$ cat config.mk
export PLATFORM = sky130hd
export DESIGN_NAME = padGenerator
export DESIGN_NICKNAME = d
export VERILOG_FILES = /design/src/verilog/padPkg.sv /design/src/verilog/padGenerator.sv
export SDC_FILE = /design/constraint.sdc
export NUM_CORES = 2
export LEC_CHECK = 0
export BUFFER_PORTS_ARGS = -buffer_cell sky130_fd_sc_hd__buf_2
export CAP_MARGIN = 20
export CORE_MARGIN = 1.5
export CORE_UTILIZATION = 34
export DETAILED_ROUTE_END_ITERATION = 16
export GPL_TIMING_DRIVEN = 0
export HOLD_SLACK_MARGIN = 0.03
export MAX_ROUTING_LAYER = met4
export PLACE_DENSITY_LB_ADDON = 0.08
export SYNTH_ARGS = -nofsm -noshare
export SYNTH_HDL_FRONTEND = slang
export SYNTH_SLANG_ARGS = --single-unit
export TNS_END_PERCENT = 5
$ cat constraint.sdc
create_clock -name Clock -period 0.8 [get_ports Clock]
set_input_delay 0.04 -clock Clock [delete_from_list [all_inputs] [get_ports Clock]]
set_output_delay 0.04 -clock Clock [all_outputs]
set_load 0.1 [all_outputs]
$ cat src/verilog/padPkg.sv
/* Counter-mode pad package
   Sizes, line and pipeline slot types, and the toy round constants */
package padPkg;

    // ----------------------------------------
    // Line geometry
    // ----------------------------------------
    localparam int LANES     = 2;
    localparam int LANE_BITS = 128;
    localparam int LINE_BITS = LANES * LANE_BITS;
    localparam int SEED_BITS = 32;
    localparam int KEY_BITS  = 128;

    // Seed copies needed to fill one lane
    localparam int SEED_REPS = LANE_BITS / SEED_BITS;

    // ----------------------------------------
    // Pipeline and queue sizing
    // ----------------------------------------
    // Round count also fixes the pad latency
    localparam int ROUNDS = 12;
    // Bits of rotation per round step
    localparam int ROT_STEP = 8;
    // Holds more than the 13 lines that can be in flight
    localparam int QUEUE_DEPTH    = 16;
    localparam int QUEUE_PTR_BITS = $clog2(QUEUE_DEPTH);

    // Plaintext, pad or ciphertext line
    typedef logic [LINE_BITS-1:0] line_t;

    // Request as it arrives at the top
    typedef struct packed {
        logic                 valid;
        logic [SEED_BITS-1:0] seed;
        line_t                plain;
    } cipherReq_t;

    // One pipeline slot, key captured at entry
    typedef struct packed {
        logic                valid;
        line_t               state;
        logic [KEY_BITS-1:0] key;
    } padStage_t;

endpackage

$ cat src/verilog/padGenerator.sv
/* Keystream pad generator
   Twelve-stage round pipeline that turns a seed and a key into a two-lane pad */
module padGenerator
    import padPkg::*;
(
    input  logic                 Clock,
    input  logic                 rstN,
    input  logic [SEED_BITS-1:0] Seed,
    input  logic                 SeedValid,
    input  logic [KEY_BITS-1:0]  Key,
    output line_t                Pad,
    output logic                 PadValid
);

    // ----------------------------------------
    // Round helpers
    // ----------------------------------------

    // Rotate one 128-bit word left
    // Zero amount falls out as x since the right shift clears
    function automatic logic [LANE_BITS-1:0] rotl(
        input logic [LANE_BITS-1:0] x,
        input int unsigned          amt
    );
        return (x << amt) | (x >> (LANE_BITS - amt));
    endfunction

    // Entry state per lane
    // Seed repeated across the lane, lane index in the low byte
    function automatic line_t entryState(
        input logic [SEED_BITS-1:0] seed
    );
        line_t result;
        for (int l = 0; l < LANES; l++) begin
            result[l*LANE_BITS +: LANE_BITS] =
                {SEED_REPS{seed}} ^ LANE_BITS'(8'(l));
        end
        return result;
    endfunction

    // Toy round r
    // Lane XOR rotated key, then lane rotated left by one step
    function automatic line_t applyRound(
        input line_t               state,
        input logic [KEY_BITS-1:0] key,
        input int unsigned         r
    );
        line_t               result;
        logic [KEY_BITS-1:0] roundKey;
        roundKey = rotl(key, ROT_STEP * r);
        for (int l = 0; l < LANES; l++) begin
            result[l*LANE_BITS +: LANE_BITS] =
                rotl(state[l*LANE_BITS +: LANE_BITS] ^ roundKey, ROT_STEP);
        end
        return result;
    endfunction

    // ----------------------------------------
    // Pipeline slots
    // ----------------------------------------

    // Stage r holds the state after round r
    padStage_t stage     [ROUNDS];
    padStage_t nextStage [ROUNDS];

    always_comb begin
        // Round 0 works on the fresh entry state
        nextStage[0].valid = SeedValid;
        nextStage[0].key   = Key;
        nextStage[0].state = applyRound(entryState(Seed), Key, 0);

        // Later rounds use the key carried in the slot
        for (int r = 1; r < ROUNDS; r++) begin
            nextStage[r].valid = stage[r-1].valid;
            nextStage[r].key   = stage[r-1].key;
            nextStage[r].state = applyRound(stage[r-1].state, stage[r-1].key, r);
        end
    end

    // Shift every cycle, never stalls
    // Only the valid bits are cleared
    always_ff @(posedge Clock or negedge rstN) begin
        if (!rstN) begin
            for (int r = 0; r < ROUNDS; r++) begin
                stage[r].valid <= 1'b0;
            end
        end else begin
            for (int r = 0; r < ROUNDS; r++) begin
                stage[r] <= nextStage[r];
            end
        end
    end

    // ----------------------------------------
    // Output from the last slot
    // ----------------------------------------

    // Valid twelve edges after the seed is taken
    assign Pad      = stage[ROUNDS-1].state;
    assign PadValid = stage[ROUNDS-1].valid;

endmodule

After elaboration in Yosys (flattened, before gate mapping)
Index checks and enable logic that the tools add are counted.
Word-level totals
  word-level logic and storage cells: 95
  output and inout port bits: 257
  flip-flop bits (word level): 4492
Operators by class
  bitwise operators: 60
Operator list (number)
  $or A128 B8 Y128: 25
  $xor A128 B128 Y128: 24
  $or A128 B16 Y128: 1
  $or A128 B24 Y128: 1
  $or A128 B32 Y128: 1
  $or A128 B40 Y128: 1
  $or A128 B48 Y128: 1
  $or A128 B56 Y128: 1
  $or A128 B64 Y128: 1
  $or A128 B72 Y128: 1
  $or A128 B80 Y128: 1
  $or A128 B88 Y128: 1
  $not A1 Y1: 1

Logic depth before layout (Yosys ltp)
  depth after elaboration: 3
  gate-level depth with buffers: 2
  depth with buffers taken out: 1

Least setup slack after synthesis
Ideal clock, no wire load.
  path type: reg2out
  from: register stage (netlist bit PadValid)
  to: output port PadValid
  stages on the path, launching flop included: 1
  data arrival time: 0.883 ns
  buffers on the path: 0
  data required time: 0.760 ns
  path slack: -0.123 ns
  cells stage by stage: dfrtp_1
RTL lines
  from (decl): RTL line padGenerator.sv:63  | padStage_t stage [ROUNDS];
  from (signal, indexed assignment): RTL line padGenerator.sv:89  | stage[r] <= nextStage[r];
  to (decl): RTL line padGenerator.sv:12  | output logic PadValid
No word-level cell between the ends.

Final worst setup path
  from: register stage (netlist bit Pad[135])
  to: output port Pad[135]
RTL lines
  to (decl): RTL line padGenerator.sv:11  | output line_t Pad,
No word-level cell between the ends.

==> flow_metrics.py <==
metrics = {
    "placed_design": {
        "place_inst": 9309,
        "io_buffers": 418,
        "place_area_um2": 112000,
        "dp_hpwl_um": 68600,
        "gp_congestion": 0.654,
    },
    "setup_path": {
        "worstPathMaxFanout": 2,
        "worst_setup_path_end_kind": "primary output",
        "setup.worst_path.start_class": "flop",
        "critPathKind": "reg2out",
        "critPathRequiredTime_ns": 0.76,
        "arrival_ns": 1.75,
    },
    "timing": {
        "grt_setup_unrepaired": "yes",
        "finalHoldViolations": 70,
        "fin_crit_ns": 1.79,
        "setup_viol": 3278,
        "relSlewSlack_pct": 28.1,
        "clock_skew_ns": 0.0359,
        "fmax_mhz": 560,
        "final.setup.worst_slack_ns": -0.985,
        "finalMaxSlewViolations": 0,
        "finalHoldWorstSlack_ns": -0.459,
        "timing.final.crit_share_pct": 223,
        "tightest_slew_ns": 1.08,
    },
    "power": {
        "power_uw": 372000,
        "ir_worst_vdd_uv": 1850,
        "p_leak_uw": 0.0475,
        "pwr_density_cell_nw_per_um2": 2830,
    },
    "route": {
        "wl_um": 141000,
        "via_count": 41300,
        "via_per_inst": 4.01,
        "drtPass1Iterations": 5,
        "dr.first_iter.drc_count": 2341,
        "drc": 0,
        "postRouteAntennaNets": 0,
        "post_drt_wl_per_cell_um": 13.7,
    },
    "layout": {
        "mostFrequentLayoutCells": "edfxtp_1 (2,956), xor2_1 (1,547), clkbuf_16 (335)",
        "stdcell_area_um2": 132000,
        "final_common_cell": "edfxtp_1",
        "utilization_pct": 43.0,
        "final_cell_count_no_fill": 10300,
        "areaGrowthSynthToFinish_pct": 25.8,
        "finalNetCount": 6069,
        "drive_gt1_share_pct": 19.2,
        "fill_cells": 26600,
    },
    "logic_synthesis": {
        "synth_warnings": 0,
        "syn_inst": 4773,
        "synth-seq-cells": 2968,
        "synth.net_count": 4936,
        "syn_area_um2": 105000,
        "ys_seq_area_share_pct": 85.2,
        "ys_types": 5,
        "avgSynthCellArea_um2": 21.9,
    },
    "cts": {
        "clk_latency_ns": 0.88,
        "cts.clk_slew.worst_paths_ns": 0.06,
        "h-tree-depth": 5,
        "cts_tree": "done",
        "clock-sinks": 2968,
        "ctsHoldBuffers": 305,
        "root_buffer": "clkbuf_16",
        "cts_buffer_depth": 4,
        "cts-buffers-inserted": 332,
    },
    "global_routing": {
        "grt_first_pass_wirelength_um": 216000,
        "grt_start_max_net_pins": 182,
        "grt_usage_pct": 9.05,
        "antenna_found_initial": 38,
        "grt_pass1_vias": 41300,
        "gr-total-overflow": 0,
    },
    "floorplan": {
        "die_h_um": 558,
        "coreArea_um2": 306000,
        "dieArea_um2": 311000,
        "dieWidth_um": 558,
        "initial_core_util_pct": 34.2,
        "pin_count": 420,
        "num_rows": 203,
    },
    "outcome": {
        "outcome": "finished, violations left",
        "failed_checks": "negative hold slack, negative setup slack",
    },
    "min_path": {
        "hold_path.class": "in2async",
    },
    "job": {
        "drv_cap": 0,
    },
}
## power breakdown
| part | switching [uW] | total, uW | internal (uW) |
|---|---|---|---|
| Clock | 60500 | 145000 | 84000 |
| Sequential | 6210 | 195000 | 189000 |
| Combinational | 18500 | 32500 | 14000 |
## repair_timing
| item | CTS | global route |
|---|---|---|
| endpoints found under the hold margin | 525 | 121 |
| cloned | 31 | 0 |
| buffers inserted | 29 | 2 |
| gates resized for setup | 772 | 439 |
| setup endpoints to repair | 4169 | 3287 |
## area by class of cell
type / count / area [um2] / share of cell area [%]
Clock buffer: 423 / 8710 / 6.62
Timing Repair Buffer: 803 / 10900 / 8.26
Multi-Input combinational cell: 1548 / 13600 / 10.3
Clock inverter: 177 / 1670 / 1.27
Antenna cell: 23 / 57.6 / 0.0438
Buffer: 253 / 2480 / 1.88
Sequential cell: 2968 / 89100 / 67.7
Tap cell: 4100 / 5130 / 3.90
## per-layer routing
layer,track usage [%],share of wire (%)
met1,10.7,42
met2,14.6,49
met3,2.27,5.1
met4,4.03,4.0
met5,-,0
## cells by family after synthesis
group,share of synthesized area (%)
xor+xnor,13.0
flops,85.2
buf+inv,1.85
## registers in the layout, summed over array words and instances (netlist names)
register / count
stage: 1419
PadValid: 1
nextStage: 1419
Pad: 129
## worst max-delay path, cell delays in order (launching register included)
cell and delay, ns:
edfxtp_1 0.53, buf_6 0.19, buf_12 0.15
## metrics by stage
stage / setup TNS [ns] / setup slack, ns
final: -730.88 / -0.985
after global routing: -835.22 / -1.08
after CTS: -640.61 / -1.11
after detailed placement: -6775.44 / -4.88
after global placement: - / -65.92
after floorplan: -0.563 / -0.0270
## Yosys cell counts
cell type | instances | area (um2)
dfrtp_1 | 12 | 300
xor2_1 | 1547 | 13500
xnor2_1 | 1 | 8.76
edfxtp_1 | 2956 | 88800
buf_4 | 257 | 1930
## path summary, 6_finish.rpt
check | startpoint | endpoint | slack, ns | cells past startpoint
max reg2reg | nextStage[112]$_DFFE_PP_ | Pad[208]$_DFFE_PP_ | -0.29 | 1
min reg2reg | nextStage[2309]$_DFF_PN0_ | nextStage[1924]$_DFF_PN0_ | 0.35 | 0
max in group asynchronous | rstN | nextStage[384]$_DFF_PN0_ | 0.44 | 4
min | rstN | nextStage[3849]$_DFF_PN0_ | -0.46 | 4
max | Pad[135]$_DFFE_PP_ | Pad[135] | -0.99 | 2
min in group Clock | rstN | nextStage[1543]$_DFFE_PP_ | -0.38 | 1
(Power assumes the default switching activity.)
