--- src/verilog/padPkg.sv ---
/* Counter-mode pad package
   Sizes, line and pipeline slot types, and the toy round constants */
package padPkg;

    // ----------------------------------------
    // Line geometry
    // ----------------------------------------
    localparam int LANES     = 2;
    localparam int LANE_BITS = 128;
    localparam int LINE_BITS = LANES * LANE_BITS;
    localparam int SEED_BITS = 32;
    localparam int KEY_BITS  = 128;

    // Seed copies needed to fill one lane
    localparam int SEED_REPS = LANE_BITS / SEED_BITS;

    // ----------------------------------------
    // Pipeline and queue sizing
    // ----------------------------------------
    // Round count also fixes the pad latency
    localparam int ROUNDS = 12;
    // Bits of rotation per round step
    localparam int ROT_STEP = 8;
    // Holds more than the 13 lines that can be in flight
    localparam int QUEUE_DEPTH    = 16;
    localparam int QUEUE_PTR_BITS = $clog2(QUEUE_DEPTH);

    // Plaintext, pad or ciphertext line
    typedef logic [LINE_BITS-1:0] line_t;

    // Request as it arrives at the top
    typedef struct packed {
        logic                 valid;
        logic [SEED_BITS-1:0] seed;
        line_t                plain;
    } cipherReq_t;

    // One pipeline slot, key captured at entry
    typedef struct packed {
        logic                valid;
        line_t               state;
        logic [KEY_BITS-1:0] key;
    } padStage_t;

endpackage

--- src/verilog/dataQueue.sv ---
/* Plaintext data queue
   In-order circular buffer holding lines while their pads are generated */
module dataQueue
    import padPkg::*;
(
    input  logic  Clock,
    input  logic  rstN,
    input  line_t Plain,
    input  logic  Push,
    input  logic  Pop,
    output line_t Head
);

    // ----------------------------------------
    // Storage
    // ----------------------------------------

    // Line buffer
    line_t mem [QUEUE_DEPTH];

    // Write and read pointers
    // Power of two depth, so they wrap on their own
    logic [QUEUE_PTR_BITS-1:0] wrPtr;
    logic [QUEUE_PTR_BITS-1:0] rdPtr;

    // Write on push
    always_ff @(posedge Clock) begin
        if (Push) begin
            mem[wrPtr] <= Plain;
        end
    end

    // ----------------------------------------
    // Pointer control
    // ----------------------------------------

    // Push side advances once per request
    always_ff @(posedge Clock or negedge rstN) begin
        if (!rstN) begin
            wrPtr <= '0;
        end else if (Push) begin
            wrPtr <= wrPtr + 1'b1;
        end
    end

    // Pop side advances once per finished pad
    // Pads come back in order, so the head always matches
    always_ff @(posedge Clock or negedge rstN) begin
        if (!rstN) begin
            rdPtr <= '0;
        end else if (Pop) begin
            rdPtr <= rdPtr + 1'b1;
        end
    end

    // ----------------------------------------
    // Head of queue
    // ----------------------------------------

    // Oldest line, readable the cycle after its push
    // At most 13 lines are held, well under the depth
    assign Head = mem[rdPtr];

endmodule

--- config.mk ---
export PLATFORM = sky130hd
export DESIGN_NAME = dataQueue
export DESIGN_NICKNAME = d
export VERILOG_FILES = /design/src/verilog/padPkg.sv /design/src/verilog/dataQueue.sv
export SDC_FILE = /design/constraint.sdc
export NUM_CORES = 2
export LEC_CHECK = 0
export BUFFER_PORTS_ARGS = -buffer_cell sky130_fd_sc_hd__buf_2
export CAP_MARGIN = 20
export CORE_MARGIN = 3
export CORE_UTILIZATION = 55
export CTS_CLUSTER_SIZE = 14
export DETAILED_ROUTE_END_ITERATION = 8
export GPL_ROUTABILITY_DRIVEN = 0
export PLACE_DENSITY = 0.71
export SLEW_MARGIN = 20
export SYNTH_ARGS = -nofsm -noshare
export SYNTH_HDL_FRONTEND = slang
export SYNTH_SLANG_ARGS = --single-unit
--- constraint.sdc ---
create_clock -name Clock -period 10.2 [get_ports Clock]
set_input_delay 0.51 -clock Clock [delete_from_list [all_inputs] [get_ports Clock]]
set_output_delay 0.51 -clock Clock [all_outputs]
set_load 0.02 [all_outputs]
## After elaboration in Yosys (flattened, before gate mapping)

Memories as Yosys holds them, arrays and structs flattened.
Cells that the tools add are included.

| storage, ports and cells | value |
|---|---|
| bits in writable memories | 4096 |
| bits of input ports | 260 |
| memories kept | 1 |
| output and inout port bits | 256 |
| register bits after elaboration | 8 |

| cells by class | value |
|---|---|
| muxes and demuxes | 2 |
| $add $sub $neg | 2 |

Memories:

| memory | words | bits a word | rd ports | clocked after Yosys merged registers in | write ports | line | source |
|---|---|---|---|---|---|---|---|
| mem | 16 | 256 | 1 | 0 | 1 | dataQueue.sv:19 | `line_t mem [QUEUE_DEPTH];` |

Operators by type and width:

| cell | count |
|---|---|
| adder 4 x 1 -> 4 bit, second input constant | 2 |
| 2-to-1 mux 1 bit | 2 |

## Depth between registers and ports, before layout

| depth | value |
|---|---|
| depth in word-level cells | 2 |
| gate-level depth with buffers | 9 |
| depth with buffers taken out | 4 |

## Least setup slack after synthesis

OpenSTA, ideal clock, no wires.

| timing | value |
|---|---|
| path type | input-to-reg |
| from | in Push |
| to | mem mem[0][0] in the netlist's numbering (enable) |
| arrival time | 6900 ps |
| path slack | 2652 ps |
| library setup time | 648 ps |
| cell stages on the path | 3 |
| cell sequence | clkbuf_1 > nor3b_1 > and2_1 |

| between the ends | value |
|---|---|
| word-level cells in the longest chain between the ends | 2 |

Ends and longest elaborated chain:

| item | line | source |
|---|---|---|
| from (decl) | dataQueue.sv:9 | `input logic Push,` |
| 2-to-1 mux 1 bit | dataQueue.sv:28 | `if (Push) begin` |
| 2-to-1 mux 1 bit (not written as such) | dataQueue.sv:29 | `mem[wrPtr] <= Plain;` |
| to (decl) | dataQueue.sv:19 |  |

No other way between the ends.

## Worst setup path after layout

| timing | value |
|---|---|
| from | reg rdPtr[0] |
| to | out Head[35] |

| between the ends | value |
|---|---|
| word-level cells in the longest chain between the ends | 1 |

Ends and longest elaborated chain:

| item | line | source |
|---|---|---|
| from (decl) | dataQueue.sv:24 | `logic [QUEUE_PTR_BITS-1:0] rdPtr;` |
| from (signal assigned) | dataQueue.sv:52 | `rdPtr <= rdPtr + 1'b1;` |
| memory read (16 x 256 bit) | - |  |
| to (decl) | dataQueue.sv:11 | `output line_t Head` |

No other way between the ends.

==> flow_metrics.tcl <==
set metrics [dict create \
    fin_util 0.6382 \
    reg2regPathDepth 4 \
    drc 0 \
    grt_pass1_wl_mm 509.6 \
    path_clk_slew_ns 0.06 \
    cts_tree "yes" \
    cp.required_ns 9.69 \
    p_leak_nw 56.11 \
    cp_data_arrival_time_ns 4.84 \
    place_area_um2 161200 \
    drt_iter0_drc 7705 \
    critPathKind "reg -> out" \
    ys_seq_area_frac 0.7988 \
    status "completed" \
    cp-end-kind "output port" \
    vdd_drop_max_mv 0.2459 \
    layout_min_cycle_time_ns 5.353 \
    dieWidth_um 535.5 \
    r2r-end "mem[3][225]" \
    synth_nets 6239 \
    cap_violations 0 \
    slew_headroom 0.2341 \
    drtAntennaViolNets 0 \
    worst_pin_slew_ns 1.149 \
    post_drt_wl_per_cell_um 31.56 \
    finalHoldViolations 0 \
    final_cell_count_no_fill 11034 \
    wirelength_mm 348.2 \
    cp-startpoint "rdPtr[0]" \
    cts-root-buf "clkbuf_16" \
    drt-vias-per-instance 6.300 \
    min_period_over_period 0.5248 \
    ys_ff_latch 4104 \
    initial_core_util 0.5554 \
    ys_types 29 \
    syn_to_final_growth_pct 14.92 \
    setup_viol 0 \
    dr.pass1.iters 5 \
    dpl.hpwl_mm 165.9 \
    synthCells 5974 \
    fin_area_um2 177200 \
    post_cts_buffers 0 \
    core_area_um2 277700 \
    clockBufferDepth 4 \
    syn_area_per_cell_um2 25.82 \
    timing.setup.tns_ns 0 \
    start_kind "flop" \
    htreeDepth 5 \
    clock_latency_ns 0.92 \
    track_usage 0.2449 \
    syn_area_um2 154200 \
    r2r_slack_ns 6.21 \
    row_count 193 \
    reg2reg_from "wrPtr[2]" \
    worstPathMaxFanout 40 \
    die_area_um2 286800 \
    worstSetupEndpoint "Head[35]" \
    gr-total-overflow 0 \
    hold_path.class "in -> async" \
    grt_start_max_net_pins 125 \
    final_max_slew_viol_count 0 \
    io_pins 516 \
    yosysWarnings 0 \
    vias 69512 \
    drive_gt1_frac 0.3288 \
    place_inst 9993 \
    max_freq_mhz 186.8 \
    numCtsBuffers 404 \
    finalClockSkew_ns 0.05421 \
    fp.dieH_um 535.5 \
    rsz0062_at_grt "false" \
    grt_pass1_vias 73040 \
    cts.sinks 4104 \
    pwr_density_cell_nw_per_um2 284.6 \
    antenna_found_initial 52 \
    layout.nets 7220 \
    io_buffers 515 \
    fillers 17725 \
]
## per-layer routing
metal	wire (um)	GRT usage	up-vias	part of all wire
li1	-	-	28203	-
met1	136300	0.3424	37731	0.39
met2	173100	0.3947	2956	0.50
met3	28160	0.05241	594	0.081
met4	10510	0.07466	28	0.030
met5	164	0	-	0.00047
## critical path, stage by stage, from the launching register on
cell	delay [ns]
dfrtp_4	0.97
buf_4	0.76
buf_4	0.74
mux4_2	0.60
nor2b_1	0.15
a211oi_1	0.34
a21oi_1	0.10
buf_2	0.20
## synthesized netlist by cell type, drive strengths merged
cell type / count / area share
nand4: 2 / 0.000081
clkbuf: 126 / 0.0031
mux4: 1189 / 0.17
nor2b: 52 / 0.0021
a21oi: 63 / 0.0020
nor3b: 1 / 0.000049
dfrtp: 8 / 0.0013
inv: 3 / 0.000073
buf: 183 / 0.0067
edfxtp: 4096 / 0.80
o22ai: 13 / 0.00053
xnor2: 4 / 0.00023
and3: 1 / 0.000041
nor2: 2 / 0.000049
xor2: 2 / 0.00011
mux2i: 102 / 0.0066
a31oi: 2 / 0.000081
nand2: 23 / 0.00056
nand2b: 1 / 0.000041
ha: 5 / 0.00041
o21ai: 1 / 0.000032
and2: 16 / 0.00065
o221ai: 26 / 0.0015
mux2: 1 / 0.000073
a211oi: 52 / 0.0025
## final cells by class
class | instances | area, um2 | area share
diodes | 33 | 82.58 | 0.0004659
flip-flops and latches | 4104 | 123200 | 0.6952
well taps | 3705 | 4636 | 0.02615
clock buffers | 492 | 10610 | 0.05986
inverters | 3 | 18.77 | 0.0001059
repair buffers | 884 | 6395 | 0.03608
multi-input cells | 1558 | 29550 | 0.1667
clock inverters | 255 | 2739 | 0.01545
## stage by stage
| stage | hold slack [ns] | total power [mW] | setup slack (ns) |
|---|---|---|---|
| after floorplan | 0.2144 | 31.61 | 2.652 |
| after global routing | 0.1098 | 52.37 | 4.435 |
| after global placement | 0.3716 | 35.83 | 5.702 |
| after CTS | 0.08530 | 51.01 | 4.647 |
| after detailed placement | 0.3723 | 36.01 | 5.668 |
| final | 0.1332 | 50.45 | 4.847 |
## report_power, final
group	internal, mW	switching (mW)	leakage [nW]	total (mW)
sequential	20.2	0.450	37.1	20.6
clock	8.72	6.16	6.51	14.9
combinational	6.41	8.51	12.5	14.9
## flip-flops by register name (all words and copies together), names as in the netlist
name	flops
mem	4096
rdPtr	4
wrPtr	4
## timing repair
item,in CTS,in global routing
setup endpoints to repair,0,0
resized for setup,0,0
hold buffers,259,0
hold endpoints to repair,4112,0
## cell families after synthesis
logic type,count (synthesis),share of synthesized area
buffers and inverters,312,0.009873
AND/OR/NAND/NOR,98,0.003578
XOR/XNOR,6,0.0003407
adder cells (fa/ha/maj),5,0.0004056
flip-flops,4104,0.7988
AO/OA/AOI/OAI,157,0.006693
multiplexers,1292,0.1803
## how the worst min path moves through the flow
stage	slack, ns	cells after the start	start	to
floorplan	0.21	0	rstN	rdPtr[0]
global placement	0.37	1	rstN	rdPtr[1]
detailed placement	0.37	1	rstN	rdPtr[1]
CTS	0.09	2	rstN	wrPtr[3]
global route	0.11	2	rstN	wrPtr[3]
finish	0.13	2	rstN	wrPtr[1]
## cell usage in the layout, fill, tap and decap left out, types with 33 or more instances in the layout
| cell type | count |
|---|---|
| edfxtp_1 | 4096 |
| mux4_2 | 1189 |
| buf_2 | 515 |
| clkbuf_16 | 412 |
| dlygate4sd3_1 | 259 |
| clkinv_1 | 104 |
| mux2i_1 | 102 |
| clkbuf_1 | 80 |
| buf_4 | 78 |
| clkinv_2 | 66 |
| a21oi_1 | 63 |
| nor2b_1 | 52 |
| a211oi_1 | 52 |
| bufinv_16 | 52 |
| diode_2 | 33 |
Note: power is estimated with default switching activity, not from simulation.
